**src/common/dcache_pkg.sv**
```systemverilog
// Data cache shared types

package dcache_pkg;

    //////////////////////////////////////////////////////////////////////
    // Default geometry
    //////////////////////////////////////////////////////////////////////

    // Number of ways
    localparam int DEF_WAYS = 2;

    // Lines per way
    localparam int DEF_LINES = 64;

    // Words per line
    localparam int DEF_LINE_WORDS = 4;

    //////////////////////////////////////////////////////////////////////
    // Plain vector types
    //////////////////////////////////////////////////////////////////////

    // Byte address
    typedef logic [31:0] addr_t;

    // Word address as seen by memory
    typedef logic [29:0] waddr_t;

    // One data word
    typedef logic [31:0] word_t;

    // One enable per byte of a word
    typedef logic [3:0] be_t;

    // Burst length, words minus one
    typedef logic [4:0] rlen_t;

    //////////////////////////////////////////////////////////////////////
    // Request structs
    //////////////////////////////////////////////////////////////////////

    // Load/store request from the core side
    typedef struct packed {
        addr_t addr;
        word_t wdata;
        be_t   be;
        logic  we;
    } ls_req_t;

    // Request towards memory
    // Reads ask for a whole line starting at word 0
    typedef struct packed {
        waddr_t addr;
        word_t  wdata;
        be_t    wbe;
        logic   rnw;
        rlen_t  rlen;
    } mem_req_t;

endpackage

```
**src/logic/dcache_ctrl.sv**
```systemverilog
// Data cache controller

module dcache_ctrl
    import dcache_pkg::*;
#(
    parameter int WAYS       = DEF_WAYS,
    parameter int LINES      = DEF_LINES,
    parameter int LINE_WORDS = DEF_LINE_WORDS
) (
    input  logic      clk,
    input  logic      rst,
    input  logic      new_request,
    input  ls_req_t   req,
    input  logic      ack,
    input  logic      rvalid,
    input  word_t     rdata,
    input  logic      hit,
    input  logic [WAYS-1:0] hit_way,
    input  logic      resetting,
    input  logic      snoop_write,
    input  logic      inv_match,
    input  word_t     hit_word,
    output logic      ready,
    output logic      data_valid,
    output word_t     data_out,
    output logic      mem_request,
    output mem_req_t  mem,
    output logic [$clog2(LINES)-1:0] lookup_line,
    output logic [30-$clog2(LINES)-$clog2(LINE_WORDS)-1:0] stage1_tag,
    output logic [$clog2(LINES)-1:0] stage1_line,
    output logic      fill_write,
    output logic [WAYS-1:0] fill_way,
    output logic      fill_valid,
    output logic      db_read_en,
    output logic [$clog2(LINES)+$clog2(LINE_WORDS)-1:0] db_read_addr,
    output logic      db_write_en,
    output logic [$clog2(LINES)+$clog2(LINE_WORDS)-1:0] db_write_addr,
    output logic [WAYS-1:0] db_write_way,
    output be_t       db_write_be,
    output word_t     db_write_data
);

    localparam int LINE_W = $clog2(LINES);
    localparam int OFF_W  = $clog2(LINE_WORDS);
    localparam int TAG_W  = 30 - LINE_W - OFF_W;

    typedef enum logic [1:0] {IDLE, LOOKUP, MEM_WAIT, FILLING} state_t;

    state_t          state;
    state_t          next_state;
    ls_req_t         stage1;
    logic            accept;
    logic            done;
    logic            request_sent;
    logic            fill_kill;
    logic [OFF_W-1:0] word_counter;
    logic [WAYS-1:0] repl_way;
    logic [WAYS-1:0] repl_next;
    logic            lookup_miss;
    logic            filling;

    assign accept      = new_request & ready;
    assign filling     = state == FILLING;
    assign lookup_miss = (state == LOOKUP) & (stage1.we | ~hit);

    //////////////////////////////////////////////////////////////////////
    // Stage 1 and state machine
    //////////////////////////////////////////////////////////////////////
    always_ff @(posedge clk) begin
        if (rst)
            state <= IDLE;
        else
            state <= next_state;
        if (accept)
            stage1 <= req;
    end

    always_comb begin
        unique case (state)
            LOOKUP: begin
                if (~stage1.we & hit)
                    next_state = IDLE;
                else if (ack)
                    next_state = stage1.we ? IDLE : FILLING;
                else
                    next_state = MEM_WAIT;
            end
            MEM_WAIT: begin
                if (ack)
                    next_state = stage1.we ? IDLE : FILLING;
                else
                    next_state = MEM_WAIT;
            end
            FILLING: next_state = done ? IDLE : FILLING;
            default: next_state = IDLE;
        endcase
        // A new request can start in the cycle the old one finishes
        if (accept)
            next_state = LOOKUP;
    end

    always_comb begin
        unique case (state)
            LOOKUP:   done = stage1.we ? ack : hit;
            MEM_WAIT: done = stage1.we & ack;
            FILLING:  done = rvalid & (word_counter == OFF_W'(LINE_WORDS - 1));
            default:  done = 1'b0;
        endcase
    end

    assign ready = ~resetting & ~snoop_write & ((state == IDLE) | done)
                 & ~db_write_en & ~fill_write;

    //////////////////////////////////////////////////////////////////////
    // Memory side
    //////////////////////////////////////////////////////////////////////
    always_ff @(posedge clk) begin
        if (rst | accept | done)
            request_sent <= 1'b0;
        else if (ack)
            request_sent <= 1'b1;
    end

    assign mem_request = (lookup_miss | (state == MEM_WAIT)) & ~request_sent;

    // Reads fetch the whole line from word 0
    assign mem = '{
        addr:  stage1.we ? stage1.addr[31:2] : {stage1.addr[31:2+OFF_W], OFF_W'(0)},
        wdata: stage1.wdata,
        wbe:   stage1.be,
        rnw:   ~stage1.we,
        rlen:  rlen_t'(LINE_WORDS - 1)
    };

    always_ff @(posedge clk) begin
        if (rst | accept)
            word_counter <= '0;
        else if (filling & rvalid)
            word_counter <= word_counter + 1'b1;
    end

    //////////////////////////////////////////////////////////////////////
    // Tag fill
    //////////////////////////////////////////////////////////////////////

    // Write is held while a snoop clear owns the tag port
    always_ff @(posedge clk) begin
        if (rst) begin
            fill_write <= 1'b0;
            fill_kill  <= 1'b0;
        end else begin
            fill_write <= (ack & ~stage1.we) | (fill_write & snoop_write);
            fill_kill  <= fill_write & snoop_write & (fill_kill | inv_match);
        end
    end

    assign fill_valid = ~inv_match & ~fill_kill;
    assign fill_way   = repl_way;

    // Rotating one-hot way choice
    always_comb begin
        for (int i = 0; i < WAYS; i++)
            repl_next[i] = repl_way[(i + WAYS - 1) % WAYS];
    end

    always_ff @(posedge clk) begin
        if (rst)
            repl_way <= WAYS'(1);
        else if (accept)
            repl_way <= repl_next;
    end

    assign lookup_line = req.addr[2+OFF_W +: LINE_W];
    assign stage1_tag  = stage1.addr[31 -: TAG_W];
    assign stage1_line = stage1.addr[2+OFF_W +: LINE_W];

    //////////////////////////////////////////////////////////////////////
    // Data bank and responses
    //////////////////////////////////////////////////////////////////////
    assign db_read_en   = accept;
    assign db_read_addr = req.addr[2 +: LINE_W+OFF_W];

    assign db_write_en   = ((state == LOOKUP) & stage1.we & hit) | (filling & rvalid);
    assign db_write_addr = {stage1_line, filling ? word_counter : stage1.addr[2 +: OFF_W]};
    assign db_write_way  = filling ? repl_way : hit_way;
    assign db_write_be   = filling ? '1 : stage1.be;
    assign db_write_data = filling ? rdata : stage1.wdata;

    assign data_valid = ((state == LOOKUP) & ~stage1.we & hit)
                      | (filling & rvalid & (word_counter == stage1.addr[2 +: OFF_W]));
    assign data_out   = (state == LOOKUP) ? hit_word : rdata;

endmodule

```
**config.mk**
```make
export PLATFORM = sky130hd
export DESIGN_NAME = dcache_ctrl
export DESIGN_NICKNAME = d
export VERILOG_FILES = /design/src/common/dcache_pkg.sv /design/src/logic/dcache_ctrl.sv
export SDC_FILE = /design/constraint.sdc
export NUM_CORES = 1
export LEC_CHECK = 0
export ABC_CLOCK_PERIOD_IN_PS = 2450
export BUFFER_PORTS_ARGS = -buffer_cell sky130_fd_sc_hd__buf_2
export CAP_MARGIN = 20
export CORE_AREA = 4 4 133 135
export CTS_CLUSTER_SIZE = 10
export DETAILED_ROUTE_END_ITERATION = 12
export DIE_AREA = 0 0 137 139
export SLEW_MARGIN = 20
export SYNTH_ARGS = -nofsm -noshare
export SYNTH_HDL_FRONTEND = slang
export SYNTH_SLANG_ARGS = --single-unit
export TNS_END_PERCENT = 100
```
**constraint.sdc**
```tcl
create_clock -name clk -period 2.45 [get_ports clk]
set_input_delay 0.1225 -clock clk [delete_from_list [all_inputs] [get_ports clk]]
set_output_delay 0.1225 -clock clk [all_outputs]
set_load 0.02 [all_outputs]
```
## Word level (Yosys, flattened, before mapping)

Index checks and enable logic that the tools add are counted.

- Add/subtract/negate cells: 1
- Equal/unequal tests: 5
- Muxes and demuxes: 14
- Bitwise logic cells: 38
- Reduce and logical (&&, ||, !) cells: 2

Operator list:

| operator | number |
|---|---|
| $mux W32 | 2 |
| $and A1 B1 Y1 | 20 |
| $mux W2 | 7 |
| $not A1 Y1 | 9 |
| $or A1 B1 Y1 | 9 |
| $eq A2 B2 Y1 const B | 3 |
| $pmux W2 S3 | 1 |
| $mux W4 | 1 |
| $pmux W1 S3 | 1 |
| $add A2 B1 Y2 const B | 1 |
| $eq A2 B1 Y1 const B | 1 |
| $eq A2 B2 Y1 | 1 |
| $logic_not A2 Y1 | 1 |
| $mux W1 | 2 |
| $reduce_or A2 Y1 | 1 |

- Register bits: 78
- Input bits: 144
- Output and inout bits: 201
- Logic and storage cells: 71

## Logic depth before layout (Yosys ltp)

Gate-level depths: netlist (run 1).

- Depth in word-level cells: 10
- Depth in mapped cells: 6
- Gate-level depth less buffers: 6

## Least setup slack after synthesis (run 1)

Ideal clock, no wire load.

- Path type: register to register
- Start point: register fill_write
- End point: register stage1 (netlist bit db_write_addr[2]), enable pin
- Setup time: 0.398 ns
- Arrival time: 1.859 ns
- Data required time: 2.052 ns
- Slack: 0.193 ns
- Stages on the path, launching flop included: 5
- Path buffers: 0
- Clock period less this slack: 2.257 ns
- Cell sequence: dfxtp_1 nor4b_1 and3_1 nand3_2 inv_2

- Longest elaborated chain between the ends: 3

RTL lines:

| element | line | text |
|---|---|---|
| from (decl) | dcache_ctrl.sv:31 | `output logic fill_write,` |
| from (signal assigned) | dcache_ctrl.sv:152 | `fill_write <= (ack & ~stage1.we) \| (fill_write & snoop_write);` |
| $not A1 Y1 | dcache_ctrl.sv:112 | `& ~db_write_en & ~fill_write;` |
| $and A1 B1 Y1 | dcache_ctrl.sv:112 |  |
| $and A1 B1 Y1 | dcache_ctrl.sv:62 | `assign accept = new_request & ready;` |
| net db_read_en | dcache_ctrl.sv:34 | `output logic db_read_en,` |
| to (signal assigned) | dcache_ctrl.sv:75 | `stage1 <= req;` |
| to (decl) | dcache_ctrl.sv:51 | `ls_req_t stage1;` |

The timed path passes the listed nets, and every way through them passes these cells.
A chain may end at the register's enable or synchronous reset.

## Worst setup path after layout (run 1)

- Start point: register state[1]
- End point: output port db_write_data[1]

- Longest elaborated chain between the ends: 2

RTL lines:

| element | line | text |
|---|---|---|
| from (decl) | dcache_ctrl.sv:49 | `state_t state;` |
| from (signal assigned) | dcache_ctrl.sv:73 | `state <= next_state;` |
| $eq A2 B2 Y1 | dcache_ctrl.sv:63 | `assign filling = state == FILLING;` |
| $mux W32 | dcache_ctrl.sv:187 | `assign db_write_data = filling ? rdata : stage1.wdata;` |
| to (decl) | dcache_ctrl.sv:40 | `output word_t db_write_data` |

Every way passes these cells.

==> out/qor.csv, run 1 <==
stage,metric,value,unit
global_route,antenna_found_initial,0,
critical_path,r2r_end,request_sent,
routing,dr_wl_met2,6.79,mm
clocking,cts_root_buffer,clkbuf_16,
logic_synthesis,syn_area,4310,sq um
critical_path,crit_family,flip-flops,
routing,wl_met3,1.10,mm
clocking,clk_pin_slew_worst_paths,0.06,ns
logic_synthesis,synth.area.top_cells,"edfxtp_1 (47%), buf_4 (21%), mux2_1 (9.2%)",
clocking,cts.sinks,76,
floorplan,fp.dieW,137,um
place,io_buffers,337,
critical_path,cp-start-kind,register,
global_route,grt_pass1_vias,3579,
clocking,cts_htree_levels,3,
sta,min_period_over_period,91.9,%
logic_synthesis,synth.top_cell.area_share,46.7,%
outcome,status,"finished, final reports clean",
logic_synthesis,ys.flop_type,edfxtp_1,
place,post_dp_cell_area,5430,sq um
logic_synthesis,synth_commonest_cells,"buf_4 (119), edfxtp_1 (67), mux2_1 (35)",
layout,seq_area,2190,sq um
critical_path,reg2regPathDepth,6,
layout,antenna_cells,0,
logic_synthesis,synth.distinct_cells,38,
routing,first_iter_violations,73,
critical_path,crit_path_top_delay_cell,dfxtp_1,
routing,avgViaCountPerCell,4.06,
min_path,min_to,fill_kill,
critical_path,path_class,register to primary output,
sta,fin_skew,0.00728,ns
layout,drive_gt1_share,62.0,%
global_route,grt_usage,12.9,%
pwr,power.density,558,nW/um^2
pwr,power.leakage,0.00297,uW
flow_run,drv_cap,0,
critical_path,cp.required,2.33,ns
clocking,cts_made_buffers,9,
clocking,insertion_delay,0.33,ns
layout,fill_cells,1587,
critical_path,arrival,2.13,ns
floorplan,die_h,139,um
floorplan,start_util,26.2,%
clocking,cts_resized,0,
pwr,vdd_ir_drop_max,0.000338,V
global_route,overflow,0,
min_path,hp-class,input pin to register,
place,hpwl,9.72,mm
floorplan,num_rows,47,
routing,drt-total-wl,12.9,mm
routing,highest_layer,met4,
critical_path,path_max_fanout,26,
layout,final_nets,775,
sta,fmaxAchievable,444,MHz
logic_synthesis,post-synth-top-count-cell,buf_4,
logic_synthesis,ys_async_sr_fraction,0,%
critical_path,path_buf_inv,2,
routing,firstDrtPassIters,4,
routing,ant_nets,0,
logic_synthesis,synthCells,336,
routing,wl_per_cell,15.1,um
sta,final-setup-viol-count,0,
floorplan,design.core.area,16500,sq um
logic_synthesis,synth_edf_count,67,
critical_path,crit_path_end_kind,primary output,
critical_path,cpPeakStageDelay,0.59,ns
floorplan,die_area,19000,sq um
clocking,clockBufferDepth,2,
critical_path,r2r_slack,0.61,ns
logic_synthesis,ys_ff_latch,76,
sta,min_period,2.25,ns
min_path,whs_path_depth,3,
sta,fin_tns_setup,0,ns
layout,finish.instance_area,6440,sq um
logic_synthesis,avgSynthCellArea,12.8,sq um
routing,drc,0,
layout,multi_input_area,1190,sq um
global_route,grt_max_degree,38,
routing,vias,3474,
place,place.gp.congestion,0.768,
logic_synthesis,ys_warn_count,0,
clocking,cts_tree,done,
sta,finalHoldViolCount,0,
global_route,grt_pass1_wl,19.0,mm
sta,grt_setup_unrepaired,no,
layout,area_delta_synth_final,49.6,%
critical_path,r2r_start,state[1],
logic_synthesis,seq_area_frac_synth,50.9,%
sta,finalMaxSlewViolations,0,
floorplan,io_pins,345,
routing,m1WireLength,4.79,mm
critical_path,path_cells,nand2_2 -> buf_12 -> mux2_1 -> buf_2,
min_path,hp-start,snoop_write,
logic_synthesis,yosys.area.top_type,edfxtp_1,
kinds of logic (layout without fill, tap and decap cells):
logic type                 Yosys count  count (layout)  synth area share (%)
and+or+nand+nor                     38              38                  5.11
adders and majority gates            1               1                 0.290
buffers and inverters              130             426                  21.9
DFF                                 76              76                  50.9
xor gates and xnor gates             3               3                 0.610
muxes                               70              70                  18.2
other                                2               5                 0.174
AOI/OAI and AO/OA                   16              16                  2.73
timing repair:
action | in CTS | in global routing
setup buffers | 0 | 0
hold endpoints to repair | 67 | 0
hold buffers | 67 | 0
placed cells by master, fill, tap and decap left out, types with 4 or more instances in the layout:
master         Yosys  layout
clkbuf_16          0       9
dfxtp_1            9       9
buf_12             0       4
nand2_1            5       4
edfxtp_1          67      67
dlygate4sd3_1      0      67
mux2_1            35      35
nand3_1            4       4
and3_1             4       4
mux2_2            33      33
conb_1             2       5
nand2b_1           7       6
buf_2              8     337
a21oi_1            6       6
routing by layer:
layer | GRT usage (%) | up-vias
met5 | 0 | -
met4 | 4.99 | 0
met3 | 3.12 | 17
met2 | 24.4 | 191
met1 | 13.6 | 1610
li1 | - | 1656
worst reg2reg max path, cell delays in order (launching register included):
cell       delay, ns
dfxtp_1         0.59
nand3_1         0.19
and3_1          0.25
nand3_2         0.10
clkinv_2        0.11
buf_12          0.18
a2111oi_4       0.32
worst max-delay path by stage:
| stage | end | cells past startpoint | from |
|---|---|---|---|
| after floorplan | db_write_addr[2] | 4 | fill_write |
| after global placement | db_write_data[31] | 4 | state[1] |
| after detailed placement | db_write_data[1] | 4 | state[1] |
| after CTS | db_write_data[1] | 4 | state[1] |
| after global routing | db_write_data[31] | 4 | state[1] |
| final | db_write_data[1] | 4 | state[1] |
power breakdown:
group          internal [uW]  switching [uW]  total [uW]  leakage [uW]
Sequential              1450            23.6        1480      0.000686
Combinational            281             321         602       0.00211
Clock                    997             516        1510      0.000167
Total                   2730             860        3590       0.00297
sequential cells by signal (all words and copies together) (netlist names):
| register | cells |
|---|---|
| request_sent | 1 |
| db_write_addr | 6 |
| fill_write | 1 |
| word_counter | 2 |
| fill_kill | 1 |
| state | 2 |
| stage1_tag | 22 |
| stage1 | 3 |
| mem | 36 |
| fill_way | 2 |
stage by stage:
step           worst slack (ns)  hold slack (ns)  total power, uW  cells  util, %
5_1_grt                  0.0804           0.0746             3760    855     39.1
2_1_floorplan             0.193            0.221             1840    339        -
6_report                  0.199           0.0624             3590    855     39.1
3_5_place_dp              0.536            0.301             2020    772     33.0
4_1_cts                   0.164           0.0457             3650    855     39.1
3_3_place_gp              0.546            0.299             2020    772     33.0
final cells by class:
cell class	count	share of cell area, %
well taps	220	4.27
inverters	2	0.136
clock buffers	10	3.55
clock inverters	6	1.75
multi-input cells	133	18.4
flip-flops and latches	76	34.0
repair buffers	408	37.8
Power figures use the tool's default switching activity.
==> run 2: changes to the inputs <==
--- a/config.mk
+++ b/config.mk
@@ -5,13 +5,13 @@
 export SDC_FILE = /design/constraint.sdc
 export NUM_CORES = 1
 export LEC_CHECK = 0
-export ABC_CLOCK_PERIOD_IN_PS = 2450
+export ABC_CLOCK_PERIOD_IN_PS = 1850
 export BUFFER_PORTS_ARGS = -buffer_cell sky130_fd_sc_hd__buf_2
 export CAP_MARGIN = 20
-export CORE_AREA = 4 4 133 135
+export CORE_AREA = 4 4 132 134
 export CTS_CLUSTER_SIZE = 10
 export DETAILED_ROUTE_END_ITERATION = 12
-export DIE_AREA = 0 0 137 139
+export DIE_AREA = 0 0 136 138
 export SLEW_MARGIN = 20
 export SYNTH_ARGS = -nofsm -noshare
 export SYNTH_HDL_FRONTEND = slang
==> constraint.sdc (replaced) <==
create_clock -name clk -period 1.85 [get_ports clk]
set_input_delay 0.0925 -clock clk [delete_from_list [all_inputs] [get_ports clk]]
set_output_delay 0.0925 -clock clk [all_outputs]
set_load 0.02 [all_outputs]
==> run 2 against run 1 <==
  * First-iteration DRC count up 89%
  * Sequential cell count stayed put
  * Combinational power is 35% higher
  * Power up 26%
  * Routed wire length grew 2.2%
  * Sequential share of layout area is 0.23 points lower
  * Critical path depth unchanged
==> out/qor.csv, run 2 (synthesis results as in run 1) <==
stage,metric,value,unit,change
place,hpwl,9.90,mm,was 9.72 mm
critical_path,arrival,1.68,ns,was 2.13 ns
floorplan,fp.dieW,136,um,was 137 um
critical_path,r2r_start,state[1],,unchanged
pwr,vdd_ir_drop_max,0.000380,V,was 0.000338 V
pwr,power.density,691,nW/um^2,was 558 nW/um^2
clocking,cts.sinks,76,,unchanged
sta,grt_setup_unrepaired,yes,,was no
routing,firstDrtPassIters,4,,unchanged
layout,most-common-layout-cells,"buf_2 (335), edfxtp_1 (67), dlygate4sd3_1 (67), mux2_1 (35), mux2_2 (33)",,"was buf_2 (337), edfxtp_1 (67), dlygate4sd3_1 (67), mux2_1 (35), mux2_2 (33)"
critical_path,reg2regPathDepth,7,,was 6
floorplan,die_h,138,um,was 139 um
critical_path,crit_path_end_kind,primary output,,unchanged
global_route,antenna_found_initial,0,,unchanged
critical_path,endpoint,data_out[17],,was db_write_data[1]
place,post_dp_cell_area,5480,sq um,was 5430 sq um
critical_path,cp.required,1.76,ns,was 2.33 ns
floorplan,die_area,18800,sq um,was 19000 sq um
layout,final_common_cell,buf_2,,unchanged
global_route,overflow,0,,unchanged
clocking,cts_root_buffer,clkbuf_16,,unchanged
routing,ant_nets,0,,unchanged
critical_path,r2r_end,request_sent,,unchanged
floorplan,start_util,26.4,%,was 26.2%
layout,largest_reg_flops,36,,unchanged
global_route,grt_pass1_wl,19.7,mm,was 19.0 mm
sta,fin_tns_setup,0,ns,unchanged
sta,finalMaxSlewViolations,0,,unchanged
floorplan,num_rows,47,,unchanged
place,io_buffers,337,,unchanged
flow_run,drv_cap,0,,unchanged
critical_path,cp-startpoint,state[1],,unchanged
routing,vias,3525,,was 3474
place,numPlacedInstances,776,,was 772
critical_path,r2r_slack,0.12,ns,was 0.61 ns
clocking,clk_pin_slew_worst_paths,0.06,ns,about the same
global_route,grt_usage,13.4,%,was 12.9%
place,place.gp.congestion,0.795,,was 0.768
routing,drt-total-wl,13.2,mm,was 12.9 mm
sta,holdWs,0.0434,ns,was 0.0624 ns
critical_path,path_class,register to primary output,,unchanged
routing,drc,0,,unchanged
floorplan,design.core.area,16300,sq um,was 16500 sq um
layout,area_delta_synth_final,51.5,%,was 49.6%
layout,final_nets,782,,was 775
pwr,power.leakage,0.00298,uW,was 0.00297 uW
sta,finalHoldViolCount,0,,unchanged
clocking,cts_made_buffers,9,,unchanged
clocking,insertion_delay,0.34,ns,was 0.33 ns
routing,avgViaCountPerCell,4.09,,was 4.06
floorplan,io_pins,345,,unchanged
min_path,hp-class,input pin to register,,unchanged
clocking,cts_htree_levels,3,,unchanged
routing,wl_per_cell,15.3,um,was 15.1 um
critical_path,path_max_fanout,34,,was 26
sta,min_period,1.78,ns,
sta,final-setup-viol-count,0,,unchanged
outcome,status,"finished, final reports clean",,unchanged
global_route,grt_pass1_vias,3717,,was 3579
layout,finalNonFillerCells,862,,was 855
layout,finish.instance_area,6530,sq um,was 6440 sq um
clocking,clockBufferDepth,2,,unchanged
sta,fin_skew,0.00756,ns,was 0.00728 ns
layout,antenna_cells,0,,unchanged
sta,min_period_over_period,96.1,%,
critical_path,cp-start-kind,register,,unchanged
clocking,cts_tree,done,,unchanged
layout,drive_gt1_share,64.2,%,was 62.0%
global_route,grt_max_degree,42,,was 38
routing,first_iter_violations,138,,was 73
sta,fmaxAchievable,563,MHz,
-- run 2: changes by cell type in the layout (fill, tap and decap cells not counted), sizes merged --
cell,change
clkinv,+1
buf,+7
bufinv,-2
clkinvlp,+1
-- run 2: cell type report --
cell class / count / area (sq um)
Multi-Input combinational cell: 133 / 1230
Clock buffer: 10 / 229
Tap cell: 220 / 275
Sequential cell: 76 / 2210
Timing Repair Buffer: 415 / 2510
Clock inverter: 6 / 65.1
Fill cell: 1577 / 9760
Inverter: 2 / 12.5
-- run 2: timing repair --
item | 4_1_cts | 5_1_grt
cloned | 0 | 0
pin swaps | 4 | 1
hold buffers | 67 | 0
endpoints found under the setup margin | 32 | 3
setup buffers | 3 | 0
hold endpoints to repair | 67 | 0
gates resized for setup | 8 | 11
-- run 2: stage by stage --
stage	utilization [%]	setup slack, ns	power [uW]
3_3_place_gp	33.6	0.133	2680
2_1_floorplan	-	0.0354	2430
6_report	40.1	0.0730	4510
5_1_grt	40.1	-0.0191	4710
4_1_cts	39.8	0.00520	4590
3_5_place_dp	33.6	0.108	2690
-- run 2: critical path: stages, from the launching register on --
cell,delay (ns)
dfxtp_4,0.39
nand2b_2,0.15
buf_12,0.23
mux2_1,0.38
buf_2,0.17
-- run 2: per-layer routing --
layer	wire, um	track usage (%)	part of all wire, %	vias up
met5	0	0	0	-
met4	290	5.94	2.2	0
met3	1080	2.76	8.2	19
met2	7190	26.3	54	192
met1	4640	13.3	35	1638
li1	-	-	-	1676
-- run 2: how the worst min path moves through the flow --
| stage | startpoint | endpoint | slack (ns) | cells after the start |
|---|---|---|---|---|
| 6_report | ack | fill_write | 0.04 | 3 |
| 5_1_grt | ack | fill_write | 0.05 | 3 |
| 4_1_cts | ack | fill_write | 0.01 | 3 |
| 3_3_place_gp | req[14] | mem[19] | 0.27 | 1 |
| 2_1_floorplan | req[41] | db_write_addr[2] | 0.19 | 0 |
| 3_5_place_dp | req[3] | mem[8] | 0.27 | 1 |
-- run 2: report_power, final --
group | internal [uW] | switching, uW | total (uW)
logic | 384 | 428 | 811
clock network | 1040 | 703 | 1750
registers | 1920 | 30.4 | 1950
==> run 3: changes to the inputs <==
--- a/config.mk
+++ b/config.mk
@@ -12,6 +12,8 @@
 export CTS_CLUSTER_SIZE = 10
 export DETAILED_ROUTE_END_ITERATION = 12
 export DIE_AREA = 0 0 136 138
+export PLACE_DENSITY_LB_ADDON = 0.05
+export RECOVER_POWER = 50
 export SLEW_MARGIN = 20
 export SYNTH_ARGS = -nofsm -noshare
 export SYNTH_HDL_FRONTEND = slang
==> run 3 against run 2 <==
  * Non-clock buffer count is 11 higher
  * Sequential share of layout area is 0.11 points higher
  * Largest power group unchanged
  * Via count hardly changed
  * Cell count is 1.2% higher
  * Routed wire length is 4.2% higher
  * Die area stayed put
  * Critical path type unchanged
  * Worst setup slack worse by 0.025 ns
  * Power is 3.9% lower
  * Sequential cell count stayed put
==> out/qor.csv, run 3 (synthesis results as in run 1) <==
stage,metric,value,unit,change
outcome,status,"finished, final reports clean",,unchanged
floorplan,start_util,26.4,%,unchanged
layout,most-common-layout-cells,"buf_2 (252), clkbuf_1 (83), edfxtp_1 (67), dlygate4sd3_1 (67), mux2_1 (35)",,"was buf_2 (335), edfxtp_1 (67), dlygate4sd3_1 (67), mux2_1 (35), mux2_2 (33)"
layout,seq_area,2200,sq um,was 2210 sq um
sta,finalMaxSlewViolations,0,,unchanged
floorplan,fp.dieW,136,um,unchanged
place,dp_slack,0.113,ns,was 0.108 ns
routing,drt-total-wl,13.7,mm,was 13.2 mm
clocking,cts.sinks,76,,unchanged
min_path,whs_path_depth,3,,unchanged
critical_path,path_common_cell,buf_4,,
critical_path,critical_path_cell_count,7,,was 4
global_route,grt_pass1_vias,3721,,was 3717
layout,drive_gt1_share,51.2,%,was 64.2%
clocking,cts_root_buffer,clkbuf_16,,unchanged
clocking,cts_tree,done,,unchanged
layout,antenna_cells,0,,unchanged
clocking,clk_pin_slew_worst_paths,0.06,ns,about the same
floorplan,die_h,138,um,unchanged
clocking,insertion_delay,0.34,ns,about the same
critical_path,crit_path_top_delay_cell,dfxtp_2,,was dfxtp_4
clocking,cts_made_buffers,9,,unchanged
floorplan,die_area,18800,sq um,unchanged
place,numPlacedInstances,781,,was 776
clocking,cts_htree_levels,3,,unchanged
clocking,clockBufferDepth,2,,unchanged
global_route,overflow,0,,unchanged
critical_path,cp.required,1.76,ns,about the same
layout,final_common_cell,buf_2,,unchanged
pwr,vdd_ir_drop_max,0.000376,V,was 0.000380 V
layout,finalNonFillerCells,872,,was 862
layout,final_nets,793,,was 782
floorplan,io_pins,345,,unchanged
routing,first_iter_violations,98,,was 138
global_route,antenna_found_initial,0,,unchanged
layout,area_delta_synth_final,50.5,%,was 51.5%
min_path,hp-class,input pin to register,,unchanged
routing,ant_nets,0,,unchanged
pwr,power.density,668,nW/um^2,was 691 nW/um^2
sta,grt_setup_unrepaired,yes,,unchanged
layout,fill_cells,1648,,was 1577
critical_path,path_class,register to primary output,,unchanged
critical_path,path_cells,ha_1 -> nand3_2 -> o211ai_1 -> buf_4 -> buf_4 -> and3_1 -> buf_4,,was nand2b_2 -> buf_12 -> mux2_1 -> buf_2
critical_path,cp-start-kind,register,,unchanged
place,place.gp.congestion,0.768,,was 0.795
sta,fmaxAchievable,555,MHz,was 563 MHz
pwr,power.leakage,0.00281,uW,was 0.00298 uW
routing,vias,3524,,was 3525
sta,finalHoldViolCount,0,,unchanged
routing,firstDrtPassIters,4,,unchanged
critical_path,cpPeakStageDelay,0.34,ns,was 0.39 ns
sta,final-setup-viol-count,0,,unchanged
layout,largest_reg_flops,36,,unchanged
global_route,grt_max_degree,32,,was 42
sta,min_period_over_period,97.4,%,was 96.1%
layout,multi_input_area,1210,sq um,was 1230 sq um
pwr,p_total,4330,uW,was 4510 uW
critical_path,path_max_fanout,4,,was 34
critical_path,arrival,1.71,ns,was 1.68 ns
global_route,grt_usage,13.6,%,was 13.4%
critical_path,crit_family,buffers and inverters,,unchanged
floorplan,num_rows,47,,unchanged
sta,min_period,1.80,ns,was 1.78 ns
routing,avgViaCountPerCell,4.04,,was 4.09
routing,drc,0,,unchanged
sta,fin_ws,0.0475,ns,was 0.0730 ns
critical_path,crit_path_end_kind,primary output,,unchanged
sta,fin_tns_setup,0,ns,unchanged
place,io_buffers,337,,unchanged
routing,wl_per_cell,15.8,um,was 15.3 um
critical_path,path_buf_inv,3,,was 2
critical_path,reg2regPathDepth,6,,was 7
floorplan,design.core.area,16300,sq um,unchanged
sta,fin_skew,0.00475,ns,was 0.00756 ns
global_route,grt_pass1_wl,19.9,mm,was 19.7 mm
flow_run,drv_cap,0,,unchanged
place,hpwl,10.3,mm,was 9.90 mm
## run 3: cell count changes in the layout (fill, tap and decap cells not counted), moves of 2 or more
cell and change:
dfxtp_4 -2, buf_16 +2, buf_12 -2, dfxtp_1 +2, buf_2 -83, buf_6 +3
buf_4 +7, clkbuf_1 +82, clkinv_4 -3
## run 3: where the power goes
group / switching, uW / internal [uW] / total [uW]
clock network: 671 / 892 / 1560
registers: 30.6 / 1930 / 1960
logic: 434 / 380 / 814
## run 3: repair_timing
action,CTS,global route
hold endpoints to repair,67,0
cloned,1,2
hold buffers,67,0
buffers inserted,6,0
gates resized for setup,8,7
setup endpoints to repair,63,25
pin swaps,2,0
## run 3: worst min-delay path, cell delays in order
cell     delay (ns)
buf_2          0.12
nand2_1        0.08
nor3_1         0.05
## run 3: area by class of cell
type,count,area share [%]
clock inverters,5,0.463
repair buffers,426,39.0
inverters,2,0.193
clock buffers,10,3.53
flip-flops and latches,76,33.9
well taps,220,4.25
multi-input cells,133,18.6
## run 3: worst paths after layout
| path | from | end | slack (ns) |
|---|---|---|---|
| min | snoop_write | fill_kill | 0.05 |
| max | word_counter[1] | ready | 0.05 |
| max reg2reg | fill_write | mem[29] | 0.06 |
| min reg2reg | fill_kill | fill_kill | 0.50 |
## run 3: stage by stage
stage	util (%)	cell area, sq um	hold WS, ns
final	39.8	6480	0.0462
after global routing	39.8	6480	0.0612
after CTS	40.1	6540	0.0268
after detailed placement	33.8	5500	0.271
after global placement	33.8	5500	0.270
after floorplan	-	4320	0.191
## run 3: metal layers
metal | GRT usage [%] | vias up | share of wire, %
li1 | - | 1694 | -
met1 | 13.8 | 1624 | 36
met2 | 26.0 | 187 | 53
met3 | 3.09 | 19 | 8.7
met4 | 5.94 | 0 | 2.1
met5 | 0 | - | 0
